### src/llc_data_settings.svh
`ifndef LLC_DATA_SETTINGS_SVH
`define LLC_DATA_SETTINGS_SVH

// --------------------
// cache geometry
// --------------------

// number of data ways, one sram each
`define LLC_NUM_WAYS 4
// binary way number
`define LLC_WAY_W $clog2(`LLC_NUM_WAYS)
// line index and word offset within a line
`define LLC_INDEX_W 4
`define LLC_OFFSET_W 2
// one data word and its byte enables
`define LLC_DATA_W 64
`define LLC_STRB_W (`LLC_DATA_W / 8)

`endif

### src/llc_data_pkg.sv
`default_nettype none

package llc_data_pkg;

  // --------------------
  // shared types
  // --------------------

  // source unit of an access
  // doubles as routing tag and round-robin pointer
  typedef enum logic [1:0] {
    EVICT_UNIT  = 2'd0,
    REFILL_UNIT = 2'd1,
    HIT_UNIT    = 2'd2
  } cache_unit_e;

  // kind of access on the way bus
  typedef enum logic {
    OP_READ  = 1'b0,
    OP_WRITE = 1'b1
  } way_op_e;

endpackage

`default_nettype wire

### src/llc_resp_router.sv
`default_nettype none

`include "llc_data_settings.svh"

module llc_resp_router
  import llc_data_pkg::*;
(
  input  wire logic                     clk_i,
  input  wire logic                     rst_n_i,
  // read issue notice from the arbiter
  input  wire logic                     rd_issue_i,
  input  cache_unit_e                   rd_issue_unit_i,
  input  wire logic [`LLC_WAY_W-1:0]    rd_issue_way_i,
  // way results
  input  wire logic [`LLC_NUM_WAYS-1:0] way_out_valid_i,
  input  cache_unit_e                   way_out_unit_i [`LLC_NUM_WAYS],
  input  wire logic [`LLC_DATA_W-1:0]   way_out_data_i [`LLC_NUM_WAYS],
  output logic      [`LLC_NUM_WAYS-1:0] way_out_ready_o,
  // unit responses
  output logic                          evict_rvalid_o,
  input  wire logic                     evict_rready_i,
  output logic      [`LLC_DATA_W-1:0]   evict_rdata_o,
  output logic                          hit_rvalid_o,
  input  wire logic                     hit_rready_i,
  output logic      [`LLC_DATA_W-1:0]   hit_rdata_o
);

  // last slot of an order queue
  localparam logic [`LLC_WAY_W-1:0] LAST = `LLC_WAY_W'(`LLC_NUM_WAYS - 1);

  // slot 0 serves evict, slot 1 serves hit
  logic [1:0]             unit_rvalid;
  logic [1:0]             unit_rready;
  logic [1:0]             unit_pop;
  logic [`LLC_WAY_W-1:0]  unit_head  [2];
  logic [`LLC_DATA_W-1:0] unit_rdata [2];

  assign unit_rready = {hit_rready_i, evict_rready_i};

  // --------------------
  // order queues
  // --------------------

  for (genvar u = 0; u < 2; u++) begin : g_queue
    localparam cache_unit_e QUNIT = (u == 0) ? EVICT_UNIT : HIT_UNIT;

    // way numbers in issue order
    // one read per way at most, so depth never overflows
    logic [`LLC_WAY_W-1:0] slot_q [`LLC_NUM_WAYS];
    logic [`LLC_WAY_W-1:0] wr_ptr_q;
    logic [`LLC_WAY_W-1:0] rd_ptr_q;
    logic [`LLC_WAY_W:0]   cnt_q;
    logic                  push;

    assign push = rd_issue_i & (rd_issue_unit_i == QUNIT);

    always_ff @(posedge clk_i) begin
      if (push) begin
        slot_q[wr_ptr_q] <= rd_issue_way_i;
      end
    end

    always_ff @(posedge clk_i) begin
      if (!rst_n_i) begin
        wr_ptr_q <= '0;
        rd_ptr_q <= '0;
        cnt_q    <= '0;
      end else begin
        if (push) begin
          wr_ptr_q <= (wr_ptr_q == LAST) ? '0 : wr_ptr_q + 1'b1;
        end
        if (unit_pop[u]) begin
          rd_ptr_q <= (rd_ptr_q == LAST) ? '0 : rd_ptr_q + 1'b1;
        end
        case ({push, unit_pop[u]})
          2'b10:   cnt_q <= cnt_q + 1'b1;
          2'b01:   cnt_q <= cnt_q - 1'b1;
          default: cnt_q <= cnt_q;
        endcase
      end
    end

    assign unit_head[u] = slot_q[rd_ptr_q];

    // only the head way may answer, and only with a result tagged for us
    assign unit_rvalid[u] = (cnt_q != '0) & way_out_valid_i[unit_head[u]] &
                            (way_out_unit_i[unit_head[u]] == QUNIT);
    assign unit_rdata[u]  = way_out_data_i[unit_head[u]];
    assign unit_pop[u]    = unit_rvalid[u] & unit_rready[u];
  end

  // --------------------
  // back to the ways
  // --------------------

  // ready only to the head way, in the cycle its result is taken
  always_comb begin
    way_out_ready_o = '0;
    for (int u = 0; u < 2; u++) begin
      if (unit_pop[u]) begin
        way_out_ready_o[unit_head[u]] = 1'b1;
      end
    end
  end

  assign evict_rvalid_o = unit_rvalid[0];
  assign evict_rdata_o  = unit_rdata[0];
  assign hit_rvalid_o   = unit_rvalid[1];
  assign hit_rdata_o    = unit_rdata[1];

endmodule

`default_nettype wire

### config.mk
export PLATFORM = sky130hd
export DESIGN_NAME = llc_resp_router
export DESIGN_NICKNAME = d
export VERILOG_FILES = /design/src/llc_data_pkg.sv /design/src/llc_resp_router.sv
export VERILOG_INCLUDE_DIRS = /design/src
export SDC_FILE = /design/constraint.sdc
export NUM_CORES = 1
export LEC_CHECK = 0
export BUFFER_PORTS_ARGS = -buffer_cell sky130_fd_sc_hd__buf_2
export CORE_AREA = 2 2 161 163
export DETAILED_ROUTE_END_ITERATION = 10
export DIE_AREA = 0 0 163 165
export GPL_ROUTABILITY_DRIVEN = 0
export GPL_TIMING_DRIVEN = 0
export HOLD_SLACK_MARGIN = 0.06
export SYNTH_ARGS = -nofsm -noshare
export SYNTH_HDL_FRONTEND = slang
export SYNTH_SLANG_ARGS = --single-unit
export TNS_END_PERCENT = 30
### constraint.sdc
create_clock -name clk_i -period 3.2 [get_ports clk_i]
set_input_delay 0.64 -clock clk_i [delete_from_list [all_inputs] [get_ports clk_i]]
set_output_delay 0.64 -clock clk_i [all_outputs]
set_load 0.02 [all_outputs]
==> metrics.txt <==
Yosys Warn Count 0; CP Max Fanout 10; setup violators final 0; Seq pwr share about a quarter; number of synthesized flops with an enable pin 16; CTS sink count 34; status finished, final reports clean; Util after Layout between 30% and 40%; Unique masters post-synth 38; WP data arrival 2490 ps; most common cell after layout, fill and taps aside buf_2; overall die width roughly 160 µm; syn_area_per_cell 15.2 µm²; Period minus WS final roughly 3100 ps; Async S/R FF share, synth 0%; RSZ-0062 raised after global routing yes; clock network power share between 20% and 30%; crit path launch type flop; Pre-antenna DRT Iters 4; total gr overflow 0; clock slew at reported path FFs approximately 50 ps; share of cells above drive strength 1 around four fifths; Max Cap Viol 0; Worst setup EP type output pin; vias between 5000 and 6000; hold path depth 2; Final Max Slew Viols 0; leak pwr between 0.003 and 0.004 µW; H-tree depth 2; register area share after synthesis 17.4%; Max clock buf depth 2; routed len/inst about 23 µm; root cell of the clock tree clkbuf_16; area of the multi-input gates 3780 µm²; HP Class reg -> reg; PD cells 245 nW/µm²; kind of critical path reg -> out; worst vdd ir approximately 0.00021 V; Final Skew about 1.8 ps; core area about 25000 µm²; non-filler cells in the finished layout 1076; DP Cell Count approximately 1100; initial antenna violation count 6; Area growth, synth to finish 55.5%; Syn Nets around 610; final net count 1027; DP Wirelength approximately 21000 µm; total CTS buffers 5; port bufs about 410; initial detailed-routing violation count 385; Req. time, crit path 2560 ps; placed inst area ~7300 µm²; final wirelength approximately 24000 µm; combinational fraction of design power between 50% and 60%; num rows 58; Die H about 170 µm; post-synthesis cell area around 4800 µm²; Vias/cell between 4 and 5; fmax between 0.3 and 0.4 GHz; crit share post-route a little over nine tenths; Residual DRC 0; storage element area around 850 µm²; CTS tree built; largest net degree at the start of global routing 11; Final ANT Viol Nets 0; FILL cells 2579; first-pass GRT wire length between 30000 and 40000 µm; Synth Register Bits 34; Worst-Skew Late Latency between 200 and 300 ps; Initial Utilization 19.3%; ys flop type dfxtp_1; Power Internal ~1200 µW; Syn Inst Count 318; final hold violations 0; Total GRT Usage around 17%; Die Area ~27000 µm²; most frequent cells in the layout buf_2 (417), mux4_2 (133), nand2_1 (17); vias in the first global route 5351; P_sw about 650 µW; Rel. slew slack between 30% and 40%; final instance area 7510 µm²; Ports slightly above 400; Hold Buf Count CTS 0; switch share about a third; Worst Tran Pin Value 916 ps; Reg2Reg Depth 11
## cells in the mapped netlist (4+ instances only)
master | n | share of area [%]
and2_1 | 12 | 1.6
buf_2 | 9 | 0.93
buf_4 | 5 | 0.78
clkbuf_1 | 18 | 1.4
dfxtp_1 | 18 | 7.5
edfxtp_1 | 16 | 9.9
ha_1 | 12 | 3.1
inv_1 | 12 | 0.93
mux2i_1 | 9 | 1.9
mux4_2 | 133 | 62
nand2_1 | 17 | 1.3
nor2_1 | 7 | 0.54
nor3b_1 | 5 | 0.78
o21ai_0 | 4 | 0.41
## critical path, stage by stage (launching register included)
cell	delay, ps
dfxtp_1	330
mux4_2	410
clkbuf_4	290
clkbuf_1	570
mux4_2	430
buf_2	180
## power by group through the flow
stage | clock network, µW | registers, µW | logic (µW)
final | 446 | 467 | 928
after global routing | 475 | 468 | 985
after CTS | 458 | 468 | 930
after detailed placement | 0 | 477 | 927
after global placement | 0 | 476 | 908
after floorplan | 0 | 475 | 516
## final timing paths
path,from,end,slack (ps)
hold / removal,g_queue[1].rd_ptr_q[1],flop,480
setup / recovery,flop,evict_rdata_o[39],70
setup reg to reg,flop,g_queue[1].cnt_q[2],90
hold reg to reg,g_queue[1].rd_ptr_q[1],flop,480
## metrics by stage
step | power (µW) | TNS (ps) | hold WS, ps | worst slack (ps)
2_1_floorplan | 991 | 0 | 454 | 180
3_5_place_dp | 1400 | -8270 | 482 | -331
6_report | 1840 | 0 | 485 | 67.7
4_1_cts | 1860 | -31.8 | 491 | -19.0
5_1_grt | 1930 | -64.6 | 516 | -36.6
3_3_place_gp | 1380 | -4960 | 472 | -341
## cells by family (layout without fill, tap and decap cells)
kind of cell               after synthesis  count (layout)  synth area share [%]
AOI/OAI and AO/OA                       19              19                  3.00
xor gates and xnor gates                 4               4                 0.725
adders and majority gates               14              14                  3.94
buffers and inverters                   48             467                  4.53
DFF                                     34              34                  17.4
muxes                                  143             143                  64.1
other                                    0               9                     0
and+or+nand+nor                         56              56                  6.29
## cell type report
type / instances / area share (%)
clock inverter: 2 / 0.117
timing repair buffer: 413 / 27.7
multi-input combinational: 236 / 50.3
sequential: 34 / 11.3
clock buffer: 6 / 1.72
tap: 330 / 5.50
buffer: 32 / 2.42
inverter: 14 / 0.716
antenna: 9 / 0.300
## metal layers
metal	wire, µm	track usage [%]	part of all wire (%)
met5	0	0	0
met4	712	5.23	2.9
met3	1540	2.59	6.3
met2	12600	30.1	52
met1	9510	21.4	39
## what timing repair did
item | CTS | global route
resized for setup | 11 | 5
pin swaps | 1 | 3
setup buffers | 0 | 4
endpoints found under the setup margin | 122 | 35
No activity file was read; power rests on OpenSTA's default activity.
