File: config.mk
export PLATFORM = sky130hd
export DESIGN_NAME = llc_data_way
export DESIGN_NICKNAME = d
export VERILOG_FILES = /design/src/llc_data_pkg.sv /design/src/llc_data_sram.sv /design/src/llc_data_way.sv
export VERILOG_INCLUDE_DIRS = /design/src
export SDC_FILE = /design/constraint.sdc
export NUM_CORES = 2
export LEC_CHECK = 0
export BUFFER_PORTS_ARGS = -buffer_cell sky130_fd_sc_hd__buf_2
export CAP_MARGIN = 20
export CORE_AREA = 3 3 631 633
export DETAILED_ROUTE_END_ITERATION = 10
export DIE_AREA = 0 0 634 636
export PLACE_DENSITY = 0.54
export SLEW_MARGIN = 20
export SYNTH_ARGS = -nofsm -noshare
export SYNTH_HDL_FRONTEND = slang
export SYNTH_HIERARCHICAL = 1
export SYNTH_SLANG_ARGS = --single-unit
File: constraint.sdc
create_clock -name clk_i -period 5.1 [get_ports clk_i]
set_clock_uncertainty 0.1 [all_clocks]
set_input_delay 0.255 -clock clk_i [delete_from_list [all_inputs] [get_ports clk_i]]
set_output_delay 0.255 -clock clk_i [all_outputs]
set_load 0.005 [all_outputs]
File: src/llc_data_settings.svh
`ifndef LLC_DATA_SETTINGS_SVH
`define LLC_DATA_SETTINGS_SVH

// --------------------
// cache geometry
// --------------------

// number of data ways, one sram each
`define LLC_NUM_WAYS 4
// binary way number
`define LLC_WAY_W $clog2(`LLC_NUM_WAYS)
// line index and word offset within a line
`define LLC_INDEX_W 4
`define LLC_OFFSET_W 2
// one data word and its byte enables
`define LLC_DATA_W 64
`define LLC_STRB_W (`LLC_DATA_W / 8)

`endif

File: src/llc_data_pkg.sv
`default_nettype none

package llc_data_pkg;

  // --------------------
  // shared types
  // --------------------

  // source unit of an access
  // doubles as routing tag and round-robin pointer
  typedef enum logic [1:0] {
    EVICT_UNIT  = 2'd0,
    REFILL_UNIT = 2'd1,
    HIT_UNIT    = 2'd2
  } cache_unit_e;

  // kind of access on the way bus
  typedef enum logic {
    OP_READ  = 1'b0,
    OP_WRITE = 1'b1
  } way_op_e;

endpackage

`default_nettype wire

File: src/llc_data_sram.sv
`default_nettype none

module llc_data_sram #(
  parameter int unsigned NUM_WORDS = 64,
  parameter int unsigned DATA_W    = 64
) (
  input  wire logic                         clk_i,
  input  wire logic                         req_i,
  input  wire logic                         we_i,
  input  wire logic [$clog2(NUM_WORDS)-1:0] addr_i,
  input  wire logic [DATA_W-1:0]            wdata_i,
  input  wire logic [DATA_W/8-1:0]          be_i,
  output logic      [DATA_W-1:0]            rdata_o
);

  localparam int unsigned NUM_BYTES = DATA_W / 8;

  // storage array
  logic [DATA_W-1:0] mem_q [NUM_WORDS];

  // single port, one access per cycle
  always_ff @(posedge clk_i) begin
    if (req_i) begin
      if (we_i) begin
        // byte-wise write, disabled lanes keep old data
        for (int b = 0; b < NUM_BYTES; b++) begin
          if (be_i[b]) begin
            mem_q[addr_i][b*8 +: 8] <= wdata_i[b*8 +: 8];
          end
        end
      end else begin
        // read port registered, one cycle latency
        rdata_o <= mem_q[addr_i];
      end
    end
    // no request: rdata_o keeps the last read word
  end

endmodule

`default_nettype wire

File: src/llc_data_way.sv
`default_nettype none

`include "llc_data_settings.svh"

module llc_data_way
  import llc_data_pkg::*;
(
  input  wire logic                     clk_i,
  input  wire logic                     rst_n_i,
  // request side
  input  wire logic                     valid_i,
  output logic                          ready_o,
  input  wire logic [`LLC_INDEX_W-1:0]  index_i,
  input  wire logic [`LLC_OFFSET_W-1:0] offset_i,
  input  way_op_e                       op_i,
  input  wire logic [`LLC_DATA_W-1:0]   wdata_i,
  input  wire logic [`LLC_STRB_W-1:0]   strb_i,
  input  cache_unit_e                   unit_i,
  // read result side
  output logic                          out_valid_o,
  output cache_unit_e                   out_unit_o,
  output logic      [`LLC_DATA_W-1:0]   out_data_o,
  input  wire logic                     out_ready_i
);

  localparam int unsigned ADDR_W = `LLC_INDEX_W + `LLC_OFFSET_W;

  logic [ADDR_W-1:0] sram_addr;
  logic              accept;
  logic              out_valid_q;
  cache_unit_e       out_unit_q;

  // --------------------
  // handshake
  // --------------------

  // free when nothing pending, or the pending result leaves now
  assign ready_o = ~out_valid_q | out_ready_i;
  assign accept  = valid_i & ready_o;

  // line index on top, word offset below
  assign sram_addr = {index_i, offset_i};

  // result valid flag
  // a read sets it, a write or a taken result clears it
  always_ff @(posedge clk_i) begin
    if (!rst_n_i) begin
      out_valid_q <= 1'b0;
    end else if (accept) begin
      out_valid_q <= (op_i == OP_READ);
    end else if (out_ready_i) begin
      out_valid_q <= 1'b0;
    end
  end

  // routing tag of the last accepted access
  always_ff @(posedge clk_i) begin
    if (!rst_n_i) begin
      out_unit_q <= EVICT_UNIT;
    end else if (accept) begin
      out_unit_q <= unit_i;
    end
  end

  assign out_valid_o = out_valid_q;
  assign out_unit_o  = out_unit_q;

  // --------------------
  // storage
  // --------------------

  // sram only sees accepted transfers, so rdata holds while stalled
  llc_data_sram #(
    .NUM_WORDS (1 << ADDR_W),
    .DATA_W    (`LLC_DATA_W)
  ) u_sram (
    .clk_i   (clk_i),
    .req_i   (accept),
    .we_i    (op_i == OP_WRITE),
    .addr_i  (sram_addr),
    .wdata_i (wdata_i),
    .be_i    (strb_i),
    .rdata_o (out_data_o)
  );

endmodule

`default_nettype wire

==> flow_metrics.py <==
metrics = {
    "timing": {
        "hold_viol": 0,
        "finalSetupViolations": 0,
        "final_period_util": 0.7444,
        "totalNegativeSetupSlack_ps": 0,
        "timing.slew.headroom": 0.1993,
        "slew_violations": 0,
        "achievable-frequency_mhz": 263.4,
        "final.min_clock_period_ps": 3796,
        "rsz_0062_raised_after_global_routing": "false",
        "max_slew.worst_pin.slew_ps": 1197,
    },
    "setup_path": {
        "timing.critical_path.arrival_ps": 4330,
        "crit_fanout": 34,
        "critical_path_required_ps": 5630,
        "ff2ff_path_depth": 6,
        "ff2ff_setup_slack_ps": 1300,
        "critical_path.endpoint_type": "flop",
        "worst_setup_path_start_kind": "flop",
        "crit_type": "flop to flop",
    },
    "synthesis": {
        "synth_compound_area_frac": 0.1282,
        "synth-edff-count": 4160,
        "postSynth.asyncResetShare": 0,
        "ys_seq_elements": 4163,
        "synth_warnings": 6,
        "postSynthCellCount": 9042,
        "main_combinational_cell_family_by_area_after_synthesis": "compound AO/OA/AOI/OAI gates",
        "simple_gate_portion_of_the_synthesized_area": 0.03170,
        "synth_xor_area_frac": 0,
        "postSynthAreaPerCell_sq_um": 17.35,
        "yosys-mux-area-fraction": 0.02313,
        "yosys.area.top_type": "sky130_fd_sc_hd__edfxtp_1",
        "synth-adder-area-share": 0,
        "netlist_area_sq_mm": 0.1568,
        "ys_types": 62,
        "ys_dominant_reg_cell": "sky130_fd_sc_hd__edfxtp_1",
        "yosys.area.top_type_share": 0.7965,
        "ys_seq_area_frac": 0.7969,
        "net_count_of_the_mapped_netlist": 9127,
        "synth.area.top_cells": "sky130_fd_sc_hd__edfxtp_1 80%, sky130_fd_sc_hd__a22oi_1 4.9%, sky130_fd_sc_hd__a221oi_1 3.7%",
    },
    "pwr": {
        "vdd_drop_max_v": 0.0003069,
        "power.static_leakage_nw": 55.99,
        "pwr-share-comb": 0.059,
        "report.power.total_w": 0.07343,
        "cell_internal_pwr_w": 0.05649,
        "power_frac_seq": 0.516,
        "power_frac_clock": 0.425,
        "p_per_area_mw_per_mm2": 404.2,
        "power.share.switching": 0.2307,
        "total_switching_power_w": 0.01694,
    },
    "detailed_routing": {
        "drc_viols": 0,
        "totalWireLength_microns": 641400,
        "first_pass_iters": 9,
        "wire_per_inst_microns": 42.05,
        "initialDrtViolationCount": 17223,
        "detail_route.vias_per_cell": 6.665,
        "num_vias": 101666,
        "route.antenna.remaining_nets": 0,
    },
    "global_routing": {
        "met1_usage": 0.4018,
        "grt_max_degree": 103,
        "grt_antenna_before_repair": 86,
        "grt-busiest-layer": "met2",
        "grt_pass1_wl_microns": 850300,
        "grt_use_met2": 0.4567,
        "grt_overflow_total": 0,
        "met3_usage": 0.09486,
        "groute.usage.overall": 0.3097,
        "number_of_global_route_vias_before_repair": 95328,
    },
    "clocking": {
        "cts_inserted_buffers": 428,
        "cts_post_setup_buffers_inserted": 0,
        "htreeDepth": 5,
        "clkSlewWorstSetupHoldPaths_ps": 60,
        "clock_latency_ps": 1030,
        "ctsLongestPathBuffers": 4,
        "cts.sinks": 4163,
        "clockRootBuffer": "sky130_fd_sc_hd__clkbuf_16",
        "cts_tree": "built",
        "cts_resized": 0,
        "holdBufCountCts": 77,
    },
    "floorplanning": {
        "design.core.area_sq_mm": 0.3925,
        "fp.dieH_microns": 636,
        "floorplan.io_pins": 153,
        "rows": 230,
        "initial_utilization": 0.3996,
        "die_w_microns": 634,
        "design.die.area_sq_mm": 0.4032,
    },
    "final_layout": {
        "cell_count_final_fillers_out": 15253,
        "multi_input_comb_area_sq_mm": 0.02911,
        "final-seq-area_sq_mm": 0.1250,
        "share_of_layout_cells_above_drive_strength_1": 0.1585,
        "n_fill_cell": 33481,
        "synthToLayoutAreaGrowth_pct": 15.82,
        "final_design_area_no_fill_sq_mm": 0.1816,
        "final_net_count": 9662,
    },
    "placement": {
        "placed_cells": 14289,
        "postPlaceCellArea_sq_mm": 0.1667,
        "total_half_perimeter_wirelength_after_legalization_and_detailed_placement_microns": 414000,
        "io_buffers": 152,
        "globalplace.congestion": 0.9538,
    },
    "job": {
        "timing.max_cap.violations": 0,
    },
    "min_path": {
        "holdCritPathClass": "primary input to flop",
        "timing.hold.worst_path_depth": 4,
    },
    "status": {
        "outcome": "complete, no violations",
    },
}
[cells by family (layout without fill, tap and decap cells)]
kind of cell / count (synthesis) / count (layout)
simple gates: 1130 / 1130
other cells: 0 / 91
mux: 319 / 319
compound gates: 2690 / 2690
buf+inv: 740 / 1640
flops: 4163 / 4163
[per-layer routing]
metal / vias to the layer above / wire [microns]
met5: - / 380
met4: 54 / 45310
met3: 1546 / 84220
met2: 7885 / 280500
met1: 53011 / 231000
li1: 39170 / -
[cells in the final DEF (no fill, tap or decap), types with 16 or more instances in the layout]
| cell | netlist | routed |
|---|---|---|
| sky130_fd_sc_hd__mux2i_1 | 206 | 206 |
| sky130_fd_sc_hd__o22a_1 | 49 | 49 |
| sky130_fd_sc_hd__a31oi_1 | 34 | 34 |
| sky130_fd_sc_hd__a21oi_1 | 118 | 118 |
| sky130_fd_sc_hd__o21ai_0 | 82 | 82 |
| sky130_fd_sc_hd__nor3_1 | 123 | 122 |
| sky130_fd_sc_hd__mux2_2 | 87 | 87 |
| sky130_fd_sc_hd__bufinv_16 | 0 | 40 |
| sky130_fd_sc_hd__buf_2 | 221 | 148 |
| sky130_fd_sc_hd__clkbuf_16 | 0 | 435 |
| sky130_fd_sc_hd__buf_4 | 10 | 549 |
| sky130_fd_sc_hd__clkinv_1 | 1 | 109 |
| sky130_fd_sc_hd__o22ai_1 | 538 | 538 |
| sky130_fd_sc_hd__dlygate4sd3_1 | 0 | 77 |
| sky130_fd_sc_hd__nor2_2 | 1 | 22 |
| sky130_fd_sc_hd__edfxtp_1 | 4160 | 4160 |
| sky130_fd_sc_hd__clkinv_2 | 0 | 75 |
| sky130_fd_sc_hd__nand2_1 | 208 | 176 |
| sky130_fd_sc_hd__o221ai_1 | 48 | 48 |
| sky130_fd_sc_hd__nor4_1 | 82 | 80 |
| sky130_fd_sc_hd__nor2_1 | 583 | 553 |
| sky130_fd_sc_hd__nand2_2 | 0 | 22 |
| sky130_fd_sc_hd__a22oi_1 | 1015 | 1015 |
| sky130_fd_sc_hd__buf_12 | 0 | 58 |
| sky130_fd_sc_hd__nand4_1 | 39 | 39 |
| sky130_fd_sc_hd__a211oi_1 | 16 | 16 |
| sky130_fd_sc_hd__a221oi_1 | 662 | 662 |
| sky130_fd_sc_hd__mux4_2 | 26 | 26 |
| sky130_fd_sc_hd__or3_1 | 18 | 18 |
| sky130_fd_sc_hd__clkbuf_1 | 380 | 88 |
| sky130_fd_sc_hd__a22o_1 | 26 | 26 |
| sky130_fd_sc_hd__nand3_1 | 22 | 17 |
| sky130_fd_sc_hd__diode_2 | 0 | 91 |
| sky130_fd_sc_hd__or4_1 | 22 | 22 |
[worst max-delay path, stage by stage (launching register included)]
cell and delay (ps):
sky130_fd_sc_hd__dfxtp_1 330, sky130_fd_sc_hd__nand2b_4 90, sky130_fd_sc_hd__and2_4 170, sky130_fd_sc_hd__and2_1 720, sky130_fd_sc_hd__nand2_2 770, sky130_fd_sc_hd__buf_12 440, sky130_fd_sc_hd__nor2_1 780
[final cells by class]
class	count	area share
sequential	4163	0.6881
timing repair buffer	839	0.03804
clock inverter	271	0.01436
clock buffer	524	0.06182
inverter	6	0.0002204
antenna	91	0.001254
tap	5220	0.03596
multi-input combinational	4139	0.1603
[through the flow]
step,hold slack (ps),setup WS (ps),util
floorplan,253.9,1053,-
global placement,346.1,807.7,0.4246
detailed placement,365.0,813.3,0.4248
CTS,0.3153,1382,0.4620
global route,76.45,1245,0.4623
finish,64.86,1304,0.4628
[power groups by stage]
stage               logic [W]  registers, W  clock network, W
CTS                   0.00419        0.0379            0.0314
global route          0.00436        0.0379            0.0328
floorplan             0.00167        0.0385                 0
finish                0.00432        0.0379            0.0312
detailed placement    0.00412        0.0386                 0
global placement      0.00409        0.0386                 0
[Yosys cell counts, types with 14 or more instances]
cell type	instances
sky130_fd_sc_hd__edfxtp_1	4160
sky130_fd_sc_hd__a22oi_1	1015
sky130_fd_sc_hd__a221oi_1	662
sky130_fd_sc_hd__nor2_1	583
sky130_fd_sc_hd__o22ai_1	538
sky130_fd_sc_hd__clkbuf_1	380
sky130_fd_sc_hd__buf_2	221
sky130_fd_sc_hd__nand2_1	208
sky130_fd_sc_hd__mux2i_1	206
sky130_fd_sc_hd__nor3_1	123
sky130_fd_sc_hd__a21oi_1	118
sky130_fd_sc_hd__buf_1	114
sky130_fd_sc_hd__mux2_2	87
sky130_fd_sc_hd__nor4_1	82
sky130_fd_sc_hd__o21ai_0	82
sky130_fd_sc_hd__o22a_1	49
sky130_fd_sc_hd__o221ai_1	48
sky130_fd_sc_hd__nand4_1	39
sky130_fd_sc_hd__a31oi_1	34
sky130_fd_sc_hd__a22o_1	26
sky130_fd_sc_hd__mux4_2	26
sky130_fd_sc_hd__nand3_1	22
sky130_fd_sc_hd__or4_1	22
sky130_fd_sc_hd__or3_1	18
sky130_fd_sc_hd__a211oi_1	16
sky130_fd_sc_hd__a222oi_1	14
[sequential cells by signal, summed over array words and instances, names as in the netlist]
signal          cells
u_sram/mem_q     4096
out_unit_o          2
u_sram/rdata_o     64
out_valid_o         1
[worst paths after layout]
check | from | endpoint
max | out_valid_o | u_sram/mem_q[1][55]
min | valid_i | out_valid_o
max reg2reg | out_valid_o | u_sram/mem_q[1][55]
min reg2reg | u_sram/mem_q[43][36] | u_sram/rdata_o[36]
Note: power is estimated with default switching activity, not from simulation.
