$ cat src/llc_data_settings.svh
`ifndef LLC_DATA_SETTINGS_SVH
`define LLC_DATA_SETTINGS_SVH

// --------------------
// cache geometry
// --------------------

// number of data ways, one sram each
`define LLC_NUM_WAYS 4
// binary way number
`define LLC_WAY_W $clog2(`LLC_NUM_WAYS)
// line index and word offset within a line
`define LLC_INDEX_W 4
`define LLC_OFFSET_W 2
// one data word and its byte enables
`define LLC_DATA_W 64
`define LLC_STRB_W (`LLC_DATA_W / 8)

`endif

$ cat src/llc_data_pkg.sv
`default_nettype none

package llc_data_pkg;

  // --------------------
  // shared types
  // --------------------

  // source unit of an access
  // doubles as routing tag and round-robin pointer
  typedef enum logic [1:0] {
    EVICT_UNIT  = 2'd0,
    REFILL_UNIT = 2'd1,
    HIT_UNIT    = 2'd2
  } cache_unit_e;

  // kind of access on the way bus
  typedef enum logic {
    OP_READ  = 1'b0,
    OP_WRITE = 1'b1
  } way_op_e;

endpackage

`default_nettype wire

$ cat src/llc_way_arbiter.sv
`default_nettype none

`include "llc_data_settings.svh"

module llc_way_arbiter
  import llc_data_pkg::*;
(
  input  wire logic                     clk_i,
  input  wire logic                     rst_n_i,
  // refill unit, writes only
  input  wire logic                     refill_valid_i,
  output logic                          refill_ready_o,
  input  wire logic [`LLC_WAY_W-1:0]    refill_way_i,
  input  wire logic [`LLC_INDEX_W-1:0]  refill_index_i,
  input  wire logic [`LLC_OFFSET_W-1:0] refill_offset_i,
  input  wire logic [`LLC_DATA_W-1:0]   refill_wdata_i,
  input  wire logic [`LLC_STRB_W-1:0]   refill_strb_i,
  // evict unit, reads only
  input  wire logic                     evict_valid_i,
  output logic                          evict_ready_o,
  input  wire logic [`LLC_WAY_W-1:0]    evict_way_i,
  input  wire logic [`LLC_INDEX_W-1:0]  evict_index_i,
  input  wire logic [`LLC_OFFSET_W-1:0] evict_offset_i,
  // hit unit
  input  wire logic                     hit_valid_i,
  output logic                          hit_ready_o,
  input  wire logic [`LLC_WAY_W-1:0]    hit_way_i,
  input  wire logic [`LLC_INDEX_W-1:0]  hit_index_i,
  input  wire logic [`LLC_OFFSET_W-1:0] hit_offset_i,
  input  way_op_e                       hit_op_i,
  input  wire logic [`LLC_DATA_W-1:0]   hit_wdata_i,
  input  wire logic [`LLC_STRB_W-1:0]   hit_strb_i,
  // way side
  output logic      [`LLC_NUM_WAYS-1:0] way_valid_o,
  input  wire logic [`LLC_NUM_WAYS-1:0] way_ready_i,
  output logic      [`LLC_INDEX_W-1:0]  way_index_o,
  output logic      [`LLC_OFFSET_W-1:0] way_offset_o,
  output way_op_e                       way_op_o,
  output logic      [`LLC_DATA_W-1:0]   way_wdata_o,
  output logic      [`LLC_STRB_W-1:0]   way_strb_o,
  output cache_unit_e                   way_unit_o,
  // read issue notice to the router
  output logic                          rd_issue_o,
  output cache_unit_e                   rd_issue_unit_o,
  output logic      [`LLC_WAY_W-1:0]    rd_issue_way_o
);

  // requests gathered by unit number
  logic [2:0]               req_valid;
  logic [`LLC_WAY_W-1:0]    req_way    [3];
  logic [`LLC_INDEX_W-1:0]  req_index  [3];
  logic [`LLC_OFFSET_W-1:0] req_offset [3];
  way_op_e                  req_op     [3];
  logic [`LLC_DATA_W-1:0]   req_wdata  [3];
  logic [`LLC_STRB_W-1:0]   req_strb   [3];

  cache_unit_e           ptr_q;
  cache_unit_e           win_unit;
  logic                  win_found;
  logic [`LLC_WAY_W-1:0] win_way;
  logic                  grant;

  assign req_valid = {hit_valid_i, refill_valid_i, evict_valid_i};

  // evict carries no write data
  assign req_way[EVICT_UNIT]    = evict_way_i;
  assign req_index[EVICT_UNIT]  = evict_index_i;
  assign req_offset[EVICT_UNIT] = evict_offset_i;
  assign req_op[EVICT_UNIT]     = OP_READ;
  assign req_wdata[EVICT_UNIT]  = '0;
  assign req_strb[EVICT_UNIT]   = '0;

  assign req_way[REFILL_UNIT]    = refill_way_i;
  assign req_index[REFILL_UNIT]  = refill_index_i;
  assign req_offset[REFILL_UNIT] = refill_offset_i;
  assign req_op[REFILL_UNIT]     = OP_WRITE;
  assign req_wdata[REFILL_UNIT]  = refill_wdata_i;
  assign req_strb[REFILL_UNIT]   = refill_strb_i;

  assign req_way[HIT_UNIT]    = hit_way_i;
  assign req_index[HIT_UNIT]  = hit_index_i;
  assign req_offset[HIT_UNIT] = hit_offset_i;
  assign req_op[HIT_UNIT]     = hit_op_i;
  assign req_wdata[HIT_UNIT]  = hit_wdata_i;
  assign req_strb[HIT_UNIT]   = hit_strb_i;

  // --------------------
  // round robin
  // --------------------

  // first valid unit at or after the pointer
  always_comb begin
    int unsigned cand;
    win_found = 1'b0;
    win_unit  = ptr_q;
    for (int k = 0; k < 3; k++) begin
      cand = (int'(ptr_q) + k) % 3;
      if (!win_found && req_valid[cand]) begin
        win_found = 1'b1;
        win_unit  = cache_unit_e'(cand);
      end
    end
  end

  assign win_way = req_way[win_unit];
  // addressed way decides the grant
  assign grant   = win_found & way_ready_i[win_way];

  // pointer moves past the winner on each grant
  always_ff @(posedge clk_i) begin
    if (!rst_n_i) begin
      ptr_q <= EVICT_UNIT;
    end else if (grant) begin
      ptr_q <= (win_unit == HIT_UNIT) ? EVICT_UNIT : cache_unit_e'(int'(win_unit) + 1);
    end
  end

  // --------------------
  // steering
  // --------------------

  // one-hot valid to the addressed way only
  assign way_valid_o  = win_found ? (`LLC_NUM_WAYS'(1) << win_way) : '0;
  assign way_index_o  = req_index[win_unit];
  assign way_offset_o = req_offset[win_unit];
  assign way_op_o     = req_op[win_unit];
  assign way_wdata_o  = req_wdata[win_unit];
  assign way_strb_o   = req_strb[win_unit];
  assign way_unit_o   = win_unit;

  assign evict_ready_o  = grant & (win_unit == EVICT_UNIT);
  assign refill_ready_o = grant & (win_unit == REFILL_UNIT);
  assign hit_ready_o    = grant & (win_unit == HIT_UNIT);

  // router learns order of reads here
  assign rd_issue_o      = grant & (req_op[win_unit] == OP_READ);
  assign rd_issue_unit_o = win_unit;
  assign rd_issue_way_o  = win_way;

endmodule

`default_nettype wire

$ cat config.mk
export PLATFORM = sky130hd
export DESIGN_NAME = llc_way_arbiter
export DESIGN_NICKNAME = d
export VERILOG_FILES = /design/src/llc_data_pkg.sv /design/src/llc_way_arbiter.sv
export VERILOG_INCLUDE_DIRS = /design/src
export SDC_FILE = /design/constraint.sdc
export NUM_CORES = 1
export LEC_CHECK = 0
export BUFFER_PORTS_ARGS = -buffer_cell sky130_fd_sc_hd__buf_2
export CORE_AREA = 2 2 104 106
export CTS_CLUSTER_DIAMETER = 80
export DETAILED_ROUTE_END_ITERATION = 12
export DIE_AREA = 0 0 106 108
export GPL_ROUTABILITY_DRIVEN = 0
export SETUP_SLACK_MARGIN = 0.02
export SLEW_MARGIN = 25
export SYNTH_ARGS = -nofsm -noshare
export SYNTH_HDL_FRONTEND = slang
export SYNTH_SLANG_ARGS = --single-unit
export TNS_END_PERCENT = 20
$ cat constraint.sdc
create_clock -name clk_i -period 3.5 [get_ports clk_i]
set_clock_uncertainty 0.15 [all_clocks]
set_input_delay 0 -clock clk_i [delete_from_list [all_inputs] [get_ports clk_i]]
set_output_delay 0 -clock clk_i [all_outputs]
set_load 0.01 [all_outputs]
==> metrics.md, run 1 <==
| Metric | Value |
|---|---|
| Max-slew violation count | `0` |
| Critical path class | `register to register` |
| Crit path largest cell delay | `0.41 ns` |
| Register share of total power | `1.4%` |
| Post-synth top flop | `dfxtp_1` |
| RSZ-0062 raised after global routing | `no` |
| Clock share of power | `2.3%` |
| Layout cells sized above 1 | `64.01%` |
| Logic gate share of total power | `96.3%` |
| Yosys reg bits | `2` |
| P_sw | `approximately 2100 uW` |
| CP max-delay cell | `or3_4` |
| Total global routing overflow | `0` |
| Max reg flops | `2` |
| Lkg Pwr | `0.001864 uW` |
| Pwr dens | `1254 mW/mm2` |
| Setup violators final | `0` |
| Vias in the first global route | `2554` |
| # nets final | `648` |
| Most flops, register | `ptr_q` |
| IO Pins | `roughly 270` |
| Mapped Cells | `201` |
| Largest net degree at the start of global routing | `50` |
| Worst Hold Class | `input port to primary output` |
| Drt first pass iters | `7` |
| Clock transition at the registers of the reported paths | `0.03 ns` |
| Period minus WS final | `3.312 ns` |
| Slew Limit Headroom | `just under 60%` |
| Mapped cell area | `between 0.0015 and 0.002 mm2` |
| Via Count | `2770` |
| Worst-Skew Late Latency | `0.21 ns` |
| Post-route cell area | `0.003112 mm2` |
| Setup TNS | `0 ns` |
| First DRT Iteration DRCs | `between 100 and 150` |
| Most common cell after layout, fill and taps aside | `buf_2` |
| Die Span Y | `108 um` |
| CTS buffer count | `3` |
| Netlist cell types | `41` |
| CP Cell Sequence | `inv_1 > ha_4 > mux2i_1 > o21ai_0 > or3_4 > mux2_4 > a41o_2 > inv_2 > mux2_4 > o211ai_4 > buf_4 > mux2i_1` |
| Crit path max fanout | `7` |
| Post-synth EDFFs | `0` |
| Post-synth ARST share | `0%` |
| Clock Tree Root | `clkbuf_8` |
| Core area | `0.01023 mm2` |
| Ant diodes | `0` |
| Max-Cap Viols | `0` |
| Initial core utilization | `14.75%` |
| Final HPWL DP | `8137 um` |
| Max Clk Rate | `0.3019 GHz` |
| Syn avg cell area | `7.507 um2` |
| Post-route clock period utilization | `94.64%` |
| Fillers | `1121` |
| Ys Warns | `0` |
| First-pass GRT wire length | `13460 um` |
| Worst Max-Slew Pin Slew | `between 0.6 and 0.7 ns` |
| Detailed-route wire length | `9464 um` |
| Remaining DRCs | `0` |
| WL/cell | `15.77 um` |
| Clock sink count | `2` |
| Die W | `between 100 and 150 um` |
| Port bufs | `270` |
| VDD IR max | `763.6 uV` |
| Core Rows | `37` |
| Post-synthesis sequential area ratio | `2.653%` |
| GRT Total Usage | `14.86%` |
| Syn_nets | `383` |
| CTS tree | `built` |
| Vias per cell | `~4.6` |
| Commonest cells after routing, fill and taps aside | `buf_2, a22o_1, mux2i_1` |
| Initial antenna violation count | `1` |
| Arr. time, crit path | `3.29 ns` |
| Worst Path Required | `3.47 ns` |
| Clk buf depth | `2` |
| Capturing element type of the critical path | `register` |
| Final ANT Viol Nets | `0` |
| Pint | `1761 uW` |
| Area of the die | `around 0.011 mm2` |
| Post-DP Area | `roughly 0.003 mm2` |
| Area Growth Syn to Fin | `106.2%` |
| Biggest regs | `ptr_q (2)` |
| Status | `completed` |
| Final hold viol count | `0` |
| Startpoint type of the worst setup path | `register` |
| Sw Ratio | `54.87%` |
| H-Tree Depth | `1` |
area by class of cell:
type / instances / area, um2 / share of cell area (%)
Clock buffer: 3 / 41.29 / 1.327
Timing Repair Buffer: 280 / 1454 / 46.72
Tap cell: 136 / 170.2 / 5.468
Inverter: 12 / 45.04 / 1.448
Sequential cell: 2 / 42.54 / 1.367
Multi-Input combinational cell: 167 / 1359 / 43.67
final timing paths:
| path | slack (ns) | endpoint | start | depth (start not counted) |
|---|---|---|---|---|
| max | 0.19 | ptr_q[1]$_SDFFE_PN0P_ | ptr_q[0]$_SDFFE_PN0P_ | 12 |
| min | 0.14 | way_index_o[2] | hit_index_i[2] | 4 |
| max reg2reg | 0.19 | ptr_q[1]$_SDFFE_PN0P_ | ptr_q[0]$_SDFFE_PN0P_ | 12 |
| min reg2reg | 0.34 | ptr_q[0]$_SDFFE_PN0P_ | ptr_q[0]$_SDFFE_PN0P_ | 2 |
per-stage QoR:
stage	worst slack (ns)	hold slack, ns	instances	total power, uW	util (%)
floorplan	0.3226	-0.01119	201	2327	-
global placement	0.1494	0.1342	591	3637	29.28
detailed placement	0.04005	0.1427	591	3702	29.28
CTS	0.05339	0.1427	597	3873	30.06
global route	0.04110	0.1553	600	4203	30.41
finish	0.1876	0.1404	600	3902	30.41
cell usage after synthesis, types with 2 or more instances:
master / instances / share of area (%)
and3_1: 2 / 0.83
o21ai_0: 11 / 3.6
nor2_1: 5 / 1.2
nor2b_1: 2 / 0.83
mux2i_1: 13 / 8.6
buf_6: 2 / 1.5
o211a_1: 2 / 1.3
dfxtp_1: 2 / 2.7
nand3b_1: 4 / 2.0
nand2_1: 12 / 3.0
mux2_4: 2 / 2.0
nand3_1: 5 / 1.7
buf_2: 9 / 3.0
clkbuf_1: 8 / 2.0
ha_1: 4 / 3.3
inv_1: 10 / 2.5
a22o_1: 72 / 42
nand2b_1: 3 / 1.2
nor3_1: 8 / 2.7
and2_1: 2 / 0.83
buf_4: 2 / 0.99
o221ai_1: 2 / 1.2
critical path: cells and delay by family, from the launching register on:
kind / cells / cell delay, ns
AO/OA/AOI/OAI: 3 / 0.63
multiplexers: 4 / 1.00
adder cells (fa/ha/maj): 1 / 0.32
buffers and inverters: 3 / 0.36
AND/OR/NAND/NOR: 1 / 0.41
flip-flops: 1 / 0.35
routing by layer:
metal	vias to the layer above	global-route usage, %	routed length [um]
met3	4	2.411	796
met5	-	0	0
li1	1336	-	-
met2	156	26.59	4681
met1	1274	18.50	3856
met4	0	4.041	130
repair_timing:
item                       4_1_cts  5_1_grt
gates cloned                     1        0
pin swaps                        2        3
setup buffers                    1        3
hold buffers                     1        0
setup endpoints to repair       38       50
gates resized for setup          3        4
hold endpoints to repair         2        0
logic make-up (layout without fill, tap and decap cells):
| group | after synthesis | after routing | synth area share, % |
|---|---|---|---|
| buf+inv | 33 | 295 | 10.45 |
| compound gates | 101 | 101 | 57.13 |
| fa+ha+maj | 4 | 4 | 3.317 |
| flops | 2 | 2 | 2.654 |
| simple gates | 46 | 47 | 15.84 |
| mux | 15 | 15 | 10.61 |
power by group through the flow:
stage	combinational (uW)	clock, uW	sequential [uW]
2_1_floorplan	2280	0	45.1
5_1_grt	4050	93.9	57.0
3_3_place_gp	3590	0	47.6
3_5_place_dp	3650	0	49.9
4_1_cts	3730	91.3	51.6
6_report	3760	88.5	54.8
Power figures use the tool's default switching activity.
==> inputs of run 2 (changes only) <==
--- a/config.mk
+++ b/config.mk
@@ -12,6 +12,7 @@
 export DETAILED_ROUTE_END_ITERATION = 12
 export DIE_AREA = 0 0 106 108
 export GPL_ROUTABILITY_DRIVEN = 0
+export PLACE_DENSITY_LB_ADDON = 0.15
 export SETUP_SLACK_MARGIN = 0.02
 export SLEW_MARGIN = 25
 export SYNTH_ARGS = -nofsm -noshare
==> run 2 against run 1 <==
First-iteration DRC count is 11% higher. Via count is 0.65% lower. Fmax is 0.26% higher. Core utilization is 0.098 points higher. Die area stayed put. Power is 0.44% lower. Clock power is 2.7% higher. Routed wire length is 6.1% higher.
==> metrics.md, run 2 (same netlist as run 1, synthesis figures left out) <==
| Metric | Value |
|---|---|
| Worst Path Required | `3.35 ns (-0.12 ns)` |
| Clock Tree Root | `clkbuf_8` |
| H-Tree Depth | `1 (unchanged)` |
| Clock transition at the registers of the reported paths | `0.03 ns (about the same)` |
| Total global routing overflow | `0 (unchanged)` |
| Reg-to-reg slack, setup | `0.34 ns (+0.15 ns)` |
| Clock sink count | `2 (unchanged)` |
| Port bufs | `270 (unchanged)` |
| Worst Hold Class | `input port to primary output` |
| Fillers | `1171 (+4.5%)` |
| Slew Limit Headroom | `43.31% (-16 points)` |
| Area Growth Syn to Fin | `106.9%` |
| Core area | `0.01023 mm2 (unchanged)` |
| Final ANT Viol Nets | `0 (unchanged)` |
| First-pass GRT wire length | `13460 um (about the same)` |
| Worst-Skew Late Latency | `0.21 ns (about the same)` |
| Max Clk Rate | `0.3027 GHz (+0.26%)` |
| Remaining DRCs | `0 (unchanged)` |
| Period minus WS final | `3.304 ns (-0.008510 ns)` |
| Arr. time, crit path | `3.15 ns (-0.14 ns)` |
| Lkg Pwr | `0.001877 uW (+0.66%)` |
| Most common cell after layout, fill and taps aside | `buf_2` |
| Most flops, register | `ptr_q` |
| IO Pins | `271 (unchanged)` |
| GRT Total Usage | `15.07% (+0.21 points)` |
| Capturing element type of the critical path | `primary output` |
| Commonest cells after routing, fill and taps aside | `buf_2, a22o_1, mux2i_1` |
| Worst Max-Slew Pin Slew | `0.8494 ns (+0.2475 ns)` |
| Final hold viol count | `0 (unchanged)` |
| Via Count | `2752 (-0.65%)` |
| Biggest regs | `ptr_q (2)` |
| CTS tree | `built` |
| VDD IR max | `474.4 uV (-38%)` |
| Vias in the first global route | `2508 (-1.8%)` |
| Die W | `106 um (unchanged)` |
| Clk buf depth | `2 (unchanged)` |
| Reg2Reg Depth | `11 (-1)` |
| Multi-input gate area | `0.001353 mm2 (-0.46%)` |
| Critical path class | `register to primary output` |
| RSZ-0062 raised after global routing | `no` |
| Area of the die | `0.01145 mm2 (unchanged)` |
| Overall power | `3885 uW (-0.44%)` |
| CTS buffer count | `3 (unchanged)` |
| Largest net degree at the start of global routing | `56 (+12%)` |
| Register area | `41.29 um2 (-2.9%)` |
| Max-slew violation count | `0 (unchanged)` |
| Core Rows | `37 (unchanged)` |
| Die Span Y | `108 um (unchanged)` |
| Setup TNS | `0 ns (unchanged)` |
| Initial antenna violation count | `1 (unchanged)` |
| Post-route clock period utilization | `94.40% (-0.24 points)` |
| Status | `completed` |
| Vias per cell | `4.564 (-1.1%)` |
| Startpoint type of the worst setup path | `register` |
| Fin util | `30.51% (+0.098 points)` |
| Worst Hold Depth | `4 (unchanged)` |
| Pwr dens | `1245 mW/mm2 (-0.76%)` |
| Initial core utilization | `14.75% (unchanged)` |
| First DRT Iteration DRCs | `129 (+11%)` |
| Setup violators final | `0 (unchanged)` |
| WL/cell | `16.65 um (+5.6%)` |
| Final HPWL DP | `8427 um (+3.6%)` |
| Layout cells sized above 1 | `63.73% (-0.27 points)` |
| Crit path max fanout | `12 (+5)` |
| # nets final | `650 (+0.31%)` |
| Drt first pass iters | `4 (-3)` |
| Max reg flops | `2 (unchanged)` |
| Max-Cap Viols | `0 (unchanged)` |
| Detailed-route wire length | `10040 um (+6.1%)` |
## run 2: worst max-delay path, cell delays in order (launching register included)
cell and delay [ns]:
dfxtp_1 0.32, inv_1 0.09, ha_4 0.34, mux2i_1 0.19, o21ai_1 0.11, or3_4 0.40, mux2_4 0.32, a41o_2 0.27
inv_2 0.10, mux2_4 0.32, o211ai_4 0.26, nor3_1 0.08, buf_2 0.15
## run 2: final cells by class
class | count | area share (%)
clock buffers | 3 | 1.323
well taps | 136 | 5.451
repair buffers | 282 | 47.05
diodes | 1 | 0.08016
inverters | 12 | 1.443
multi-input cells | 167 | 43.33
flip-flops and latches | 2 | 1.323
## run 2: worst paths after layout
kind                              start                     to
setup / recovery  ptr_q[0]$_SDFFE_PN0P_            hit_ready_o
hold / removal           hit_index_i[2]         way_index_o[2]
setup reg to reg  ptr_q[0]$_SDFFE_PN0P_  ptr_q[1]$_SDFFE_PN0P_
hold reg to reg   ptr_q[1]$_SDFFE_PN0P_  ptr_q[1]$_SDFFE_PN0P_
## run 2: per-layer routing
metal | up-vias | wire (um) | global-route usage [%]
li1 | 1340 | - | -
met4 | 0 | 193 | 4.793
met5 | - | 0 | 0
met3 | 10 | 983 | 4.521
met1 | 1245 | 3891 | 17.39
met2 | 157 | 4972 | 26.77
## run 2: report_power, final
group	switching [uW]	internal, uW
Combinational	2110	1640
Sequential	11.3	35.3
Clock	18.2	72.7
Total	2140	1750
## run 2: timing repair
item,4_1_cts,5_1_grt
hold buffers,1,0
pin swaps,0,1
buffers inserted,0,3
setup endpoints to repair,15,61
resized for setup,1,5
cloned,0,1
endpoints found under the hold margin,2,0
## run 2: metrics by stage
stage / instances / setup slack (ns) / area, um2 / hold WS (ns)
after global placement: 594 / 0.2090 / 3018 / 0.1342
final: 603 / 0.1961 / 3122 / 0.1295
after global routing: 602 / 0.03453 / 3119 / 0.1583
after floorplan: 201 / 0.3226 / 1509 / -0.01119
after detailed placement: 594 / 0.1347 / 3018 / 0.1319
after CTS: 598 / 0.02749 / 3072 / 0.1324
